File: src/source/sched_defs.svh
// Width and depth macros for the back-end scheduler
`ifndef SCHED_DEFS_SVH
`define SCHED_DEFS_SVH

// Data and pc width
`define SCHED_XLEN 32

// Issue queue entries as a power of two
`define SCHED_QUEUE_DEPTH 8

// Must equal log2 of the queue depth
`define SCHED_PTR_W 3

`define SCHED_REG_ADDR_W 5

`endif
File: src/source/sched_pkg.sv
// Scheduler types: dispatch op, exception, fetch fault and decode result
`include "sched_defs.svh"

package sched_pkg;

  typedef enum logic [3:0] {
    OP_NONE,
    OP_ADD,
    OP_SUB,
    OP_AND,
    OP_OR,
    OP_XOR,
    OP_ADDI,
    OP_LW,
    OP_SW,
    OP_BEQ,
    OP_JAL,
    OP_MRET,
    OP_WFI
  } sched_op_e;

  typedef enum logic [3:0] {
    EXC_NONE,
    EXC_ILLEGAL,
    EXC_ECALL,
    EXC_EBREAK,
    EXC_FETCH_ACCESS,
    EXC_FETCH_PAGE,
    EXC_FILL,
    EXC_UNFREEZE,
    EXC_INTERRUPT
  } sched_exc_e;

  typedef enum logic [1:0] {
    FE_NONE,
    FE_ACCESS,
    FE_PAGE
  } fe_fault_e;

  typedef struct packed {
    sched_op_e                    op;
    logic [`SCHED_XLEN-1:0]       imm;
    logic [`SCHED_REG_ADDR_W-1:0] rs1_addr;
    logic [`SCHED_REG_ADDR_W-1:0] rs2_addr;
    logic                         rs1_used;
    logic                         rs2_used;
    // Only illegal, ecall, ebreak or none
    sched_exc_e                   exc;
  } decode_s;

endpackage

File: src/source/issue_if.sv
// Issue queue head interface with queue, decode and dispatch modports
`timescale 1ns/1ns
`include "sched_defs.svh"

interface issue_if;

  logic                   v;
  logic [`SCHED_XLEN-1:0] pc;
  logic [`SCHED_XLEN-1:0] instr;
  sched_pkg::fe_fault_e   fault;
  // Pops the head at the next edge
  logic                   read_v;

  modport queue (output v, output pc, output instr, output fault, input read_v);

  modport decode (input instr);

  modport dispatch (input v, input pc, input instr, input fault, output read_v);

endinterface

File: src/source/be_scheduler.sv
// Back-end scheduler top: issue queue, decoder, register file, dispatch former
`timescale 1ns/1ns
`include "sched_defs.svh"

module be_scheduler (
  input  logic                         clk_i,
  input  logic                         arst_n_i,

  input  logic                         fe_v_i,
  input  logic [`SCHED_XLEN-1:0]       fe_pc_i,
  input  logic [`SCHED_XLEN-1:0]       fe_instr_i,
  input  sched_pkg::fe_fault_e         fe_fault_i,
  output logic                         fe_ready_o,

  input  logic                         commit_deq_i,
  input  logic                         commit_roll_i,
  input  logic                         clear_i,
  input  logic                         suppress_i,

  input  logic                         dispatch_v_i,
  input  logic                         poison_i,
  input  logic [`SCHED_XLEN-1:0]       expected_npc_i,

  input  logic                         fill_v_i,
  input  logic [`SCHED_XLEN-1:0]       fill_vaddr_i,
  input  logic [`SCHED_XLEN-1:0]       fill_data_i,
  input  logic                         unfreeze_i,
  input  logic                         interrupt_v_i,

  input  logic                         wb_v_i,
  input  logic [`SCHED_REG_ADDR_W-1:0] wb_addr_i,
  input  logic [`SCHED_XLEN-1:0]       wb_data_i,

  output logic                         dispatch_v_o,
  output logic                         dispatch_queue_v_o,
  output logic                         dispatch_instr_v_o,
  output logic [`SCHED_XLEN-1:0]       dispatch_pc_o,
  output sched_pkg::sched_op_e         dispatch_op_o,
  output sched_pkg::sched_exc_e        dispatch_exc_o,
  output logic [`SCHED_XLEN-1:0]       dispatch_rs1_o,
  output logic [`SCHED_XLEN-1:0]       dispatch_rs2_o,
  output logic [`SCHED_XLEN-1:0]       dispatch_imm_o
);

  import sched_pkg::*;

  decode_s                decode;
  logic [`SCHED_XLEN-1:0] rs1_data;
  logic [`SCHED_XLEN-1:0] rs2_data;

  issue_if issue ();

  issue_queue u_issue_queue (
    .clk_i      (clk_i),
    .arst_n_i   (arst_n_i),
    .fe_v_i     (fe_v_i),
    .fe_pc_i    (fe_pc_i),
    .fe_instr_i (fe_instr_i),
    .fe_fault_i (fe_fault_i),
    .fe_ready_o (fe_ready_o),
    .deq_i      (commit_deq_i),
    .roll_i     (commit_roll_i),
    .clear_i    (clear_i),
    .suppress_i (suppress_i),
    .issue      (issue.queue)
  );

  instr_decoder u_instr_decoder (
    .issue    (issue.decode),
    .decode_o (decode)
  );

  int_regfile u_int_regfile (
    .clk_i      (clk_i),
    .arst_n_i   (arst_n_i),
    .wr_v_i     (wb_v_i),
    .wr_addr_i  (wb_addr_i),
    .wr_data_i  (wb_data_i),
    .rs1_addr_i (decode.rs1_addr),
    .rs2_addr_i (decode.rs2_addr),
    .rs1_data_o (rs1_data),
    .rs2_data_o (rs2_data)
  );

  dispatch_former u_dispatch_former (
    .issue              (issue.dispatch),
    .decode_i           (decode),
    .rs1_data_i         (rs1_data),
    .rs2_data_i         (rs2_data),
    .dispatch_v_i       (dispatch_v_i),
    .poison_i           (poison_i),
    .expected_npc_i     (expected_npc_i),
    .fill_v_i           (fill_v_i),
    .fill_vaddr_i       (fill_vaddr_i),
    .fill_data_i        (fill_data_i),
    .unfreeze_i         (unfreeze_i),
    .interrupt_v_i      (interrupt_v_i),
    .dispatch_v_o       (dispatch_v_o),
    .dispatch_queue_v_o (dispatch_queue_v_o),
    .dispatch_instr_v_o (dispatch_instr_v_o),
    .dispatch_pc_o      (dispatch_pc_o),
    .dispatch_op_o      (dispatch_op_o),
    .dispatch_exc_o     (dispatch_exc_o),
    .dispatch_rs1_o     (dispatch_rs1_o),
    .dispatch_rs2_o     (dispatch_rs2_o),
    .dispatch_imm_o     (dispatch_imm_o)
  );

endmodule

File: src/source/dispatch_former.sv
// Event priority, queue read decision and dispatch packet assembly
`timescale 1ns/1ns
`include "sched_defs.svh"

module dispatch_former (
  issue_if.dispatch              issue,
  input  sched_pkg::decode_s     decode_i,
  input  logic [`SCHED_XLEN-1:0] rs1_data_i,
  input  logic [`SCHED_XLEN-1:0] rs2_data_i,

  input  logic                   dispatch_v_i,
  input  logic                   poison_i,
  input  logic [`SCHED_XLEN-1:0] expected_npc_i,

  input  logic                   fill_v_i,
  input  logic [`SCHED_XLEN-1:0] fill_vaddr_i,
  input  logic [`SCHED_XLEN-1:0] fill_data_i,
  input  logic                   unfreeze_i,
  input  logic                   interrupt_v_i,

  output logic                   dispatch_v_o,
  output logic                   dispatch_queue_v_o,
  output logic                   dispatch_instr_v_o,
  output logic [`SCHED_XLEN-1:0] dispatch_pc_o,
  output sched_pkg::sched_op_e   dispatch_op_o,
  output sched_pkg::sched_exc_e  dispatch_exc_o,
  output logic [`SCHED_XLEN-1:0] dispatch_rs1_o,
  output logic [`SCHED_XLEN-1:0] dispatch_rs2_o,
  output logic [`SCHED_XLEN-1:0] dispatch_imm_o
);

  import sched_pkg::*;

  logic inject;
  logic read;
  logic instr_v;
  logic fe_exc_v;

  // Back-end events win over the queue head
  assign inject   = fill_v_i | unfreeze_i | interrupt_v_i;
  assign read     = ~inject & dispatch_v_i & ~poison_i & issue.v;
  assign instr_v  = read & (issue.fault == FE_NONE);
  assign fe_exc_v = read & (issue.fault != FE_NONE);

  assign issue.read_v = read;

  assign dispatch_v_o       = read | inject;
  assign dispatch_queue_v_o = read;
  assign dispatch_instr_v_o = instr_v;
  assign dispatch_pc_o      = expected_npc_i;

  always_comb begin
    dispatch_op_o  = OP_NONE;
    dispatch_exc_o = EXC_NONE;
    dispatch_rs1_o = '0;
    dispatch_rs2_o = '0;
    dispatch_imm_o = '0;
    if (fill_v_i) begin
      dispatch_exc_o = EXC_FILL;
      dispatch_rs1_o = fill_vaddr_i;
      dispatch_rs2_o = fill_data_i;
    end else if (unfreeze_i) begin
      dispatch_exc_o = EXC_UNFREEZE;
    end else if (interrupt_v_i) begin
      dispatch_exc_o = EXC_INTERRUPT;
    end else if (fe_exc_v) begin
      dispatch_exc_o = (issue.fault == FE_PAGE) ? EXC_FETCH_PAGE : EXC_FETCH_ACCESS;
      // Faulting pc goes out as the trap value
      dispatch_rs1_o = issue.pc;
    end else if (instr_v) begin
      dispatch_op_o  = decode_i.op;
      dispatch_exc_o = decode_i.exc;
      dispatch_rs1_o = decode_i.rs1_used ? rs1_data_i : '0;
      dispatch_rs2_o = decode_i.rs2_used ? rs2_data_i : '0;
      dispatch_imm_o = decode_i.imm;
    end
  end

endmodule

File: src/source/int_regfile.sv
// Integer register file, two combinational reads and one clocked write
`timescale 1ns/1ns
`include "sched_defs.svh"

module int_regfile (
  input  logic                         clk_i,
  input  logic                         arst_n_i,

  input  logic                         wr_v_i,
  input  logic [`SCHED_REG_ADDR_W-1:0] wr_addr_i,
  input  logic [`SCHED_XLEN-1:0]       wr_data_i,

  input  logic [`SCHED_REG_ADDR_W-1:0] rs1_addr_i,
  input  logic [`SCHED_REG_ADDR_W-1:0] rs2_addr_i,
  output logic [`SCHED_XLEN-1:0]       rs1_data_o,
  output logic [`SCHED_XLEN-1:0]       rs2_data_o
);

  // No storage for x0
  logic [`SCHED_XLEN-1:0] regs [1:31];

  always_ff @(posedge clk_i or negedge arst_n_i) begin
    if (!arst_n_i) begin
      for (int i = 1; i < 32; i++) begin
        regs[i] <= '0;
      end
    end else if (wr_v_i && wr_addr_i != '0) begin
      regs[wr_addr_i] <= wr_data_i;
    end
  end

  assign rs1_data_o = (rs1_addr_i == '0) ? '0 : regs[rs1_addr_i];
  assign rs2_data_o = (rs2_addr_i == '0) ? '0 : regs[rs2_addr_i];

endmodule

File: src/source/instr_decoder.sv
// Integer subset decoder from instruction word to decode struct
`timescale 1ns/1ns
`include "sched_defs.svh"

module instr_decoder (
  issue_if.decode            issue,
  output sched_pkg::decode_s decode_o
);

  import sched_pkg::*;

  typedef enum logic [6:0] {
    RV_LOAD   = 7'b0000011,
    RV_OP_IMM = 7'b0010011,
    RV_STORE  = 7'b0100011,
    RV_OP     = 7'b0110011,
    RV_BRANCH = 7'b1100011,
    RV_JAL    = 7'b1101111,
    RV_SYSTEM = 7'b1110011
  } rv_opcode_e;

  logic [`SCHED_XLEN-1:0] instr;
  logic [6:0]             opcode;
  logic [2:0]             funct3;
  logic [6:0]             funct7;
  logic [`SCHED_XLEN-1:0] imm_i;
  logic [`SCHED_XLEN-1:0] imm_s;
  logic [`SCHED_XLEN-1:0] imm_b;
  logic [`SCHED_XLEN-1:0] imm_j;

  assign instr  = issue.instr;
  assign opcode = instr[6:0];
  assign funct3 = instr[14:12];
  assign funct7 = instr[31:25];

  // Sign-extended immediates per format
  assign imm_i = {{20{instr[31]}}, instr[31:20]};
  assign imm_s = {{20{instr[31]}}, instr[31:25], instr[11:7]};
  assign imm_b = {{19{instr[31]}}, instr[31], instr[7], instr[30:25], instr[11:8], 1'b0};
  assign imm_j = {{11{instr[31]}}, instr[31], instr[19:12], instr[20], instr[30:21], 1'b0};

  always_comb begin
    decode_o          = '0;
    decode_o.rs1_addr = instr[19:15];
    decode_o.rs2_addr = instr[24:20];
    decode_o.exc      = EXC_ILLEGAL;
    case (opcode)
      RV_OP: begin
        if (funct7 == 7'b0000000) begin
          case (funct3)
            3'b000:  decode_o.op = OP_ADD;
            3'b111:  decode_o.op = OP_AND;
            3'b110:  decode_o.op = OP_OR;
            3'b100:  decode_o.op = OP_XOR;
            default: decode_o.op = OP_NONE;
          endcase
        end else if (funct7 == 7'b0100000 && funct3 == 3'b000) begin
          decode_o.op = OP_SUB;
        end
        decode_o.rs1_used = 1'b1;
        decode_o.rs2_used = 1'b1;
      end
      RV_OP_IMM: begin
        decode_o.op       = (funct3 == 3'b000) ? OP_ADDI : OP_NONE;
        decode_o.imm      = imm_i;
        decode_o.rs1_used = 1'b1;
      end
      RV_LOAD: begin
        decode_o.op       = (funct3 == 3'b010) ? OP_LW : OP_NONE;
        decode_o.imm      = imm_i;
        decode_o.rs1_used = 1'b1;
      end
      RV_STORE: begin
        decode_o.op       = (funct3 == 3'b010) ? OP_SW : OP_NONE;
        decode_o.imm      = imm_s;
        decode_o.rs1_used = 1'b1;
        decode_o.rs2_used = 1'b1;
      end
      RV_BRANCH: begin
        decode_o.op       = (funct3 == 3'b000) ? OP_BEQ : OP_NONE;
        decode_o.imm      = imm_b;
        decode_o.rs1_used = 1'b1;
        decode_o.rs2_used = 1'b1;
      end
      RV_JAL: begin
        decode_o.op  = OP_JAL;
        decode_o.imm = imm_j;
      end
      RV_SYSTEM: begin
        // Whole-word match since CSR forms are outside the subset
        case (instr)
          32'h0000_0073: decode_o.exc = EXC_ECALL;
          32'h0010_0073: decode_o.exc = EXC_EBREAK;
          32'h3020_0073: decode_o.op  = OP_MRET;
          32'h1050_0073: decode_o.op  = OP_WFI;
          default:       decode_o.op  = OP_NONE;
        endcase
      end
      default: decode_o.op = OP_NONE;
    endcase
    if (decode_o.op != OP_NONE) begin
      decode_o.exc = EXC_NONE;
    end
    if (decode_o.exc == EXC_ILLEGAL) begin
      decode_o.imm      = '0;
      decode_o.rs1_used = 1'b0;
      decode_o.rs2_used = 1'b0;
    end
  end

endmodule

File: src/source/issue_queue.sv
// Circular fetch buffer with write, speculative read and commit pointers
`timescale 1ns/1ns
`include "sched_defs.svh"

module issue_queue (
  input  logic                   clk_i,
  input  logic                   arst_n_i,

  input  logic                   fe_v_i,
  input  logic [`SCHED_XLEN-1:0] fe_pc_i,
  input  logic [`SCHED_XLEN-1:0] fe_instr_i,
  input  sched_pkg::fe_fault_e   fe_fault_i,
  output logic                   fe_ready_o,

  input  logic                   deq_i,
  input  logic                   roll_i,
  input  logic                   clear_i,
  input  logic                   suppress_i,

  issue_if.queue                 issue
);

  import sched_pkg::*;

  logic [`SCHED_XLEN-1:0] pc_mem    [`SCHED_QUEUE_DEPTH];
  logic [`SCHED_XLEN-1:0] instr_mem [`SCHED_QUEUE_DEPTH];
  fe_fault_e              fault_mem [`SCHED_QUEUE_DEPTH];

  // Top bit of each pointer is the wrap bit
  logic [`SCHED_PTR_W:0] wr_ptr;
  logic [`SCHED_PTR_W:0] rd_ptr;
  logic [`SCHED_PTR_W:0] cm_ptr;

  logic full;
  logic wr_en;

  // Full counts from commit so that rolled-back entries stay stored
  assign full = (wr_ptr[`SCHED_PTR_W] != cm_ptr[`SCHED_PTR_W]) &&
                (wr_ptr[`SCHED_PTR_W-1:0] == cm_ptr[`SCHED_PTR_W-1:0]);

  assign fe_ready_o = ~full & ~suppress_i;
  assign wr_en      = fe_v_i & fe_ready_o;

  always_ff @(posedge clk_i) begin
    if (wr_en) begin
      pc_mem[wr_ptr[`SCHED_PTR_W-1:0]]    <= fe_pc_i;
      instr_mem[wr_ptr[`SCHED_PTR_W-1:0]] <= fe_instr_i;
      fault_mem[wr_ptr[`SCHED_PTR_W-1:0]] <= fe_fault_i;
    end
  end

  always_ff @(posedge clk_i or negedge arst_n_i) begin
    if (!arst_n_i) begin
      wr_ptr <= '0;
      rd_ptr <= '0;
      cm_ptr <= '0;
    end else begin
      if (wr_en) begin
        wr_ptr <= wr_ptr + 1'b1;
      end
      if (clear_i) begin
        rd_ptr <= wr_ptr;
        cm_ptr <= wr_ptr;
      end else if (roll_i) begin
        // Replay everything read since the last commit
        rd_ptr <= cm_ptr;
      end else begin
        if (issue.read_v) begin
          rd_ptr <= rd_ptr + 1'b1;
        end
        if (deq_i) begin
          cm_ptr <= cm_ptr + 1'b1;
        end
      end
    end
  end

  assign issue.v     = (rd_ptr != wr_ptr);
  assign issue.pc    = pc_mem[rd_ptr[`SCHED_PTR_W-1:0]];
  assign issue.instr = instr_mem[rd_ptr[`SCHED_PTR_W-1:0]];
  assign issue.fault = fault_mem[rd_ptr[`SCHED_PTR_W-1:0]];

endmodule

File: config.mk
export PLATFORM = sky130hd
export DESIGN_NAME = be_scheduler
export DESIGN_NICKNAME = d
export VERILOG_FILES = /design/src/source/sched_pkg.sv /design/src/source/issue_if.sv /design/src/source/be_scheduler.sv /design/src/source/dispatch_former.sv /design/src/source/int_regfile.sv /design/src/source/instr_decoder.sv /design/src/source/issue_queue.sv
export VERILOG_INCLUDE_DIRS = /design/src /design/src/source
export SDC_FILE = /design/constraint.sdc
export NUM_CORES = 2
export LEC_CHECK = 0
export CAP_MARGIN = 20
export CORE_AREA = 10 10 433 330
export CTS_CLUSTER_DIAMETER = 200
export CTS_CLUSTER_SIZE = 14
export DETAILED_ROUTE_END_ITERATION = 8
export DIE_AREA = 0 0 443 340
export DONT_BUFFER_PORTS = 1
export PLACE_DENSITY_LB_ADDON = 0.05
export SLEW_MARGIN = 20
export SYNTH_ARGS = -nofsm -noshare
export SYNTH_HDL_FRONTEND = slang
export SYNTH_SLANG_ARGS = --single-unit
File: constraint.sdc
create_clock -name clk_i -period 6.8 [get_ports clk_i]
set_clock_uncertainty 0.1 [all_clocks]
set_input_delay 0.68 -clock clk_i [delete_from_list [all_inputs] [get_ports clk_i]]
set_output_delay 0.68 -clock clk_i [all_outputs]
set_load 0.01 [all_outputs]
== After elaboration in Yosys (flattened, before gate mapping) ==
Memory sizes are Yosys's and may differ from the RTL's.
Cells that the tools add are included.

* Add/sub/neg operators: 3
* $lt $le $gt $ge: 4
* Equality and inequality tests: 22
* Mux-type cells: 64
* Bitwise operators: 17
* Reduce and logical (&&, ||, !) cells: 18

{| class="wikitable"
|+ Operator list
! kind !! number
|-
| $bwmux 992 || 1
|-
| $mux 32 || 25
|-
| $bmux 32 s5 || 2
|-
| $demux 32 s5 || 1
|-
| $pmux 32 s4 || 1
|-
| $mux 4 || 20
|-
| $eq 32x21->1 const B || 1
|-
| $eq 32x29->1 const B || 1
|-
| $eq 32x30->1 const B || 1
|-
| $eq 32x7->1 const B || 1
|-
| $pmux 4 s7 || 1
|-
| $eq 7x6->1 const B || 3
|-
| $eq 7x7->1 const B || 3
|-
| $ge 6x6->1 const B || 3
|-
| $not 5->6 || 3
|-
| $add 4x1->4 const B || 3
|-
| $pmux 3 s4 || 1
|-
| $logic_not 5->1 || 2
|-
| $eq 3x3->1 const B || 3
|-
| $mux 3 || 3
|-
| $pmux 4 s2 || 1
|-
| $and 1x1->1 || 7
|-
| $eq 7x2->1 const B || 1
|-
| $eq 7x5->1 const B || 1
|-
| other kinds (25) || 39
|}

* Register bits: 1004
* RAM bits: 528
* Bits of input ports: 212
* Output and inout port bits: 140
* Memories kept: 3

{| class="wikitable"
|+ Memories
! name !! words !! bits a word !! read ports !! clocked after Yosys merged registers in !! wr ports !! RTL line !! source
|-
| u_issue_queue.instr_mem || 8 || 32 || 1 || 0 || 1 || issue_queue.sv:26 || <nowiki>logic [`SCHED_XLEN-1:0] instr_mem [`SCHED_QUEUE_DEPTH];</nowiki>
|-
| u_issue_queue.pc_mem || 8 || 32 || 1 || 0 || 1 || issue_queue.sv:25 || <nowiki>logic [`SCHED_XLEN-1:0] pc_mem [`SCHED_QUEUE_DEPTH];</nowiki>
|-
| u_issue_queue.fault_mem || 8 || 2 || 1 || 0 || 1 || issue_queue.sv:27 || <nowiki>fe_fault_e fault_mem [`SCHED_QUEUE_DEPTH];</nowiki>
|}

== Longest topological paths before layout ==
An unclocked memory read counts as a cell.

* Depth after elaboration: 16
* Gate-level depth with buffers: 15
* Depth with buffers taken out: 9

== By module ==
Synthesis repeated with hierarchy kept, for this count alone.

* Cells, all modules: 4884
* Area, all modules: 76903.8 um2

{| class="wikitable"
|+ Modules (own cells, without submodules)
! module !! times used !! cells each !! area an instance (um2)
|-
| int_regfile || 1 || 3543 || 53178.5
|-
| issue_queue || 1 || 849 || 20793.7
|-
| dispatch_former || 1 || 344 || 1841.8
|-
| instr_decoder || 1 || 148 || 1089.8
|}

== Worst setup path after synthesis ==
Ideal clock, no wire load.

* Kind: register -> register
* From: register u_issue_queue.wr_ptr[2]
* To: memory u_issue_queue.fault_mem[0][0] in the netlist's numbering (enable)
* Library setup time: 0.571 ns
* Data arrival time: 6.014 ns
* Data required time: 6.129 ns
* Slack: 0.115 ns
* Stages on the path, launching flop included: 7
* Buffers on the path: 1
* Clock period less this slack: 6.685 ns
* Path through: dfrtp_1 > clkbuf_1 > xnor2_1 > a41oi_1 > nand2_1 > or2_2 > nor3_1

* Longest elaborated chain between the ends: 7

{| class="wikitable"
|+ RTL lines
! what !! RTL line !! source
|-
| start, declared || issue_queue.sv:30 || <nowiki>logic [`SCHED_PTR_W:0] wr_ptr;</nowiki>
|-
| start signal, assigned || issue_queue.sv:59 || <nowiki>wr_ptr <= wr_ptr + 1'b1;</nowiki>
|-
| $eq 3x3->1 || issue_queue.sv:39 || <nowiki>(wr_ptr[`SCHED_PTR_W-1:0] == cm_ptr[`SCHED_PTR_W-1:0]);</nowiki>
|-
| $logic_and 1x1->1 || issue_queue.sv:38 || <nowiki>assign full = (wr_ptr[`SCHED_PTR_W] != cm_ptr[`SCHED_PTR_W]) &&</nowiki>
|-
| $not 1->1 || issue_queue.sv:41 || <nowiki>assign fe_ready_o = ~full & ~suppress_i;</nowiki>
|-
| $and 1x1->1 || issue_queue.sv:41 ||
|-
| named net fe_ready_o || be_scheduler.sv:13 || <nowiki>output logic fe_ready_o,</nowiki>
|-
| $and 1x1->1 || issue_queue.sv:42 || <nowiki>assign wr_en = fe_v_i & fe_ready_o;</nowiki>
|-
| $mux 1 || issue_queue.sv:45 || <nowiki>if (wr_en) begin</nowiki>
|-
| $mux 1 || issue_queue.sv:48 || <nowiki>fault_mem[wr_ptr[`SCHED_PTR_W-1:0]] <= fe_fault_i;</nowiki>
|-
| end, declared || issue_queue.sv:27 ||
|}

The timed path passes the listed nets, and every way through them passes these cells.

== Worst setup path after layout ==
* From: register u_issue_queue.rd_ptr[0]
* To: output port dispatch_rs1_o[14]

* Longest elaborated chain between the ends: 16
* Elaborated cells between the ends (all ways): 57
* Those cells by class: eq/ne (18); mux (24); bitwise (4); reduce/logical (8); memory (3)

{| class="wikitable"
|+ RTL lines
! what !! RTL line !! source
|-
| start, declared || issue_queue.sv:31 || <nowiki>logic [`SCHED_PTR_W:0] rd_ptr;</nowiki>
|-
| start signal, assigned || issue_queue.sv:62 || <nowiki>rd_ptr <= wr_ptr;</nowiki>
|-
| start signal, assigned || issue_queue.sv:66 || <nowiki>rd_ptr <= cm_ptr;</nowiki>
|-
| start signal, assigned || issue_queue.sv:69 || <nowiki>rd_ptr <= rd_ptr + 1'b1;</nowiki>
|-
| $mem_v2 8x32 || -- ||
|-
| $eq 7x6->1 / $logic_not 3->1 (equally long branches) || instr_decoder.sv:57, instr_decoder.sv:50, instr_decoder.sv:64 ||
|-
| $logic_and 1x1->1 || instr_decoder.sv:57 || <nowiki>end else if (funct7 == 7'b0100000 && funct3 == 3'b000) begin</nowiki>
|-
| $mux 2 || instr_decoder.sv:57 ||
|-
| $mux 3 || instr_decoder.sv:49 || <nowiki>if (funct7 == 7'b0000000) begin</nowiki>
|-
| $pmux 4 s7 || instr_decoder.sv:47 || <nowiki>case (opcode)</nowiki>
|-
| $reduce_bool 4->1 || instr_decoder.sv:101 || <nowiki>if (decode_o.op != OP_NONE) begin</nowiki>
|-
| $mux 4 || instr_decoder.sv:101 ||
|-
| $eq 4x1->1 || instr_decoder.sv:104 || <nowiki>if (decode_o.exc == EXC_ILLEGAL) begin</nowiki>
|-
| $mux 2 || instr_decoder.sv:104 ||
|-
| $mux 32 || dispatch_former.sv:73 || <nowiki>dispatch_rs1_o = decode_i.rs1_used ? rs1_data_i : '0;</nowiki>
|-
| $mux 32 || dispatch_former.sv:70 || <nowiki>end else if (instr_v) begin</nowiki>
|-
| $mux 32 * || dispatch_former.sv:66 || <nowiki>end else if (fe_exc_v) begin</nowiki>
|-
| $mux 32 * || dispatch_former.sv:64 || <nowiki>end else if (interrupt_v_i) begin</nowiki>
|-
| $mux 32 * || dispatch_former.sv:62 || <nowiki>end else if (unfreeze_i) begin</nowiki>
|-
| $mux 32 * || dispatch_former.sv:58 || <nowiki>if (fill_v_i) begin</nowiki>
|-
| end, declared || be_scheduler.sv:40 || <nowiki>output logic [`SCHED_XLEN-1:0] dispatch_rs1_o,</nowiki>
|}

Every way passes the cells marked *; elsewhere a longest branch is shown, timed or not. The select of a mux whose other input is x is not followed.

==> summary.txt <==
Status = completed
VDD IR max = 0.000479 V
Seq/Total Area, Yosys = 52.9%
Total GRT Usage = 34.1%
# rows = 117
P_leak = 33.0 nW
Fraction of registers with async set/reset = 65.5%
HPWL after DPL = 154 mm
Worst hold start = commit_roll_i
Met3 wire len = 28.2 mm
Max-cap violation count = 0
Port-buffer cells = 0
Crit path launch = u_issue_queue.rd_ptr[0]
Die Span Y = 340 µm
RR Startpoint = u_issue_queue.wr_ptr[2]
Layout Cells excl Fill = 8911
Resized cells post-CTS = 0
Crit path time final = 6.65 ns
Post-synth cell types = 72
Setup Total Neg Slack = 0 ns
Crit-path max cell delay = 0.94 ns
Area Growth Syn to Fin = 7.86%
Drt initial violations = 8421
Total power = 36.7 mW
#FFs+latches synth = 1532
Vias = 59.7k
Min-Delay Path Class = input pin to flip-flop
CTS clk-pin slew, worst paths = 0.07 ns
Routability cong. = 0.965
Crit-path cells = buf_4 > nand2b_1 > nor3_1 > nor4_1 > nand2b_1 > nor2_2 > buf_4 > a32oi_1 > o21ai_0 > nor2_1 > o21ai_2
Metal2 WL = 114 mm
Post-synth top cells = nand2_1, mux2_2, dfrtp_1, edfxtp_1, clkbuf_1
Ports = 352
Placed Cells = 8631
Critical path fanouts, max = 30
Slew headroom = 18.7%
Yosys warns = 0
Most used DFF post-synth = dfrtp_1
CTS buffer count = 119
Final period utilization = 97.9%
Crit start category = flip-flop
Gate Count Post-Synth = 7340
Total Wirelength = 265 mm
Crit path required time = 6.02 ns
Reg2Reg Depth = 7
CTS tree = done
Largest net degree at the start of global routing = 139
CP Class = flip-flop to output pin
Starting density of the core = 57.6%
Die Width = 443 µm
Final nets = 7285
Synth top area cells = dfrtp_1, edfxtp_1, mux2_2
CTS Sinks = 1532
FMAX = 150 MHz
CTS Buffer Depth = 3
Mapped Area = 77500 µm²
Final hold violations = 0
Syn avg cell area = 10.6 µm²
Pwr per Cell Area = 439 nW/µm²
RSZ-0062 raised after global routing = no
Worst hold path depth = 3
Final Max Tran Viols = 0
CTS root buffer = clkbuf_16
Wl on met1 = 109 mm
Layout cell share with drive strength beyond 1 = 22.9%
Worst Tran Pin Value = 1.22 ns
Vias/cell = 6.70
Vias in the first global route = 56.6k
Max layer used = met5
Clk_lat worst skew = 0.77 ns
Setup violators final = 0
Crit-path slowest cell = nor2_2
Initial antenna violation count = 11
Core area = 135000 µm²
Post-DP Area = 79200 µm²
CP endpoint kind = output pin
TritonRoute pass-1 iters = 8
Setup crit end = dispatch_rs1_o[14]
CTS H-tree depth = 3
DRC violations left = 0
Routed WL per cell = 29.7 µm
Syn nets = 7555
Worst reg-to-reg setup slack = 3.05 ns
R2r endpoint = u_issue_queue.pc_mem[3][5]
Count leader, synth = nand2_1
Finished Cell Area = 83500 µm²
Yosys top cell area share = 32.4%
Grt ovf = 0
CP arrival = 5.87 ns
Remaining antenna violation count = 0
Area leader, netlist = dfrtp_1
Post-synth EDFFs = 528
Full die area = 151000 µm²
Global-route wire length before repair = 389 mm
-- state kept, by name (all words and copies together) (netlist names) --
name                     cells
u_issue_queue.instr_mem    256
u_issue_queue.pc_mem       256
u_issue_queue.wr_ptr         4
u_issue_queue.fault_mem     16
u_issue_queue.cm_ptr         4
u_int_regfile.regs         992
u_issue_queue.rd_ptr         4
-- area by class of cell --
type | count | area (µm²)
antenna | 8 | 20.0
clock buffer | 162 | 3140
fill | 10800 | 51000
clock inverter | 7 | 101
tap | 1785 | 2230
timing repair buffer | 286 | 2960
sequential | 1532 | 41000
multi-input combinational | 5122 | 34100
inverter | 9 | 33.8
-- worst max-delay path: cells and delay by family (launching register included) --
kind	cells	cell delay, ns
flops	1	0.86
buf+inv	2	0.74
compound gates	3	0.67
simple gates	6	2.80
-- worst min-delay path by stage --
stage	slack, ns	endpoint
after floorplan	0.28	u_int_regfile.regs[0]
after global placement	0.30	u_int_regfile.regs[32]
after detailed placement	0.30	u_int_regfile.regs[160]
after CTS	0.006	u_issue_queue.rd_ptr[3]
after global routing	0.05	u_issue_queue.rd_ptr[2]
final	0.04	u_issue_queue.rd_ptr[3]
-- logic make-up (layout without fill, tap and decap cells) --
group / after synthesis / after routing / share of synthesized area [%]
fa+ha+maj: 3 / 3 / 0.0485
mux: 1249 / 1249 / 19.7
buf+inv: 686 / 464 / 3.71
flops: 1532 / 1532 / 52.9
xor+xnor: 18 / 18 / 0.204
other cells: 0 / 8 / 0
simple gates: 2879 / 2879 / 15.6
compound gates: 973 / 973 / 7.79
-- where the power goes --
group	leakage, nW	switching [mW]	total (mW)	internal [mW]
logic	13.8	12.5	18.1	5.56
clock network	1.56	3.33	6.52	3.18
registers	17.6	1.12	12.1	11.0
-- what timing repair did --
action                     in CTS  in global routing
hold endpoints to repair     1812                  0
hold buffers                  102                  0
setup endpoints to repair       0                 24
setup buffers                   0                  1
-- metrics by stage --
step | hold slack [ns] | util, % | setup WS [ns]
3_5_place_dp | 0.301 | 58.9 | 1.07
5_1_grt | 0.0516 | 62.1 | 0.00233
6_report | 0.0383 | 62.1 | 0.146
4_1_cts | 0.00641 | 62.1 | 0.228
3_3_place_gp | 0.301 | 58.8 | 1.20
2_1_floorplan | 0.284 | - | 0.115
-- layout by cell type, fill, tap and decap left out, types with 72 or more instances in the layout --
| master | Yosys | final |
|---|---|---|
| a21oi_1 | 360 | 359 |
| o22ai_1 | 123 | 123 |
| mux2_2 | 1055 | 1050 |
| buf_4 | 47 | 146 |
| nor2_1 | 242 | 219 |
| edfxtp_1 | 528 | 528 |
| mux4_2 | 116 | 116 |
| nand2_1 | 1913 | 1896 |
| dfrtp_1 | 1004 | 1001 |
| a31oi_1 | 137 | 137 |
| nand3_1 | 451 | 446 |
| and3_1 | 141 | 141 |
| dlygate4sd3_1 | 0 | 73 |
| o21ai_0 | 114 | 111 |
| a311oi_1 | 72 | 72 |
| clkbuf_16 | 0 | 119 |
-- per-layer routing --
metal	global-route usage, %	vias to the layer above
met4	15.6	12
met3	9.11	626
met1	48.2	30200
met5	0	-
li1	-	25500
met2	49.0	3404
No activity file was read; power rests on OpenSTA's default activity.
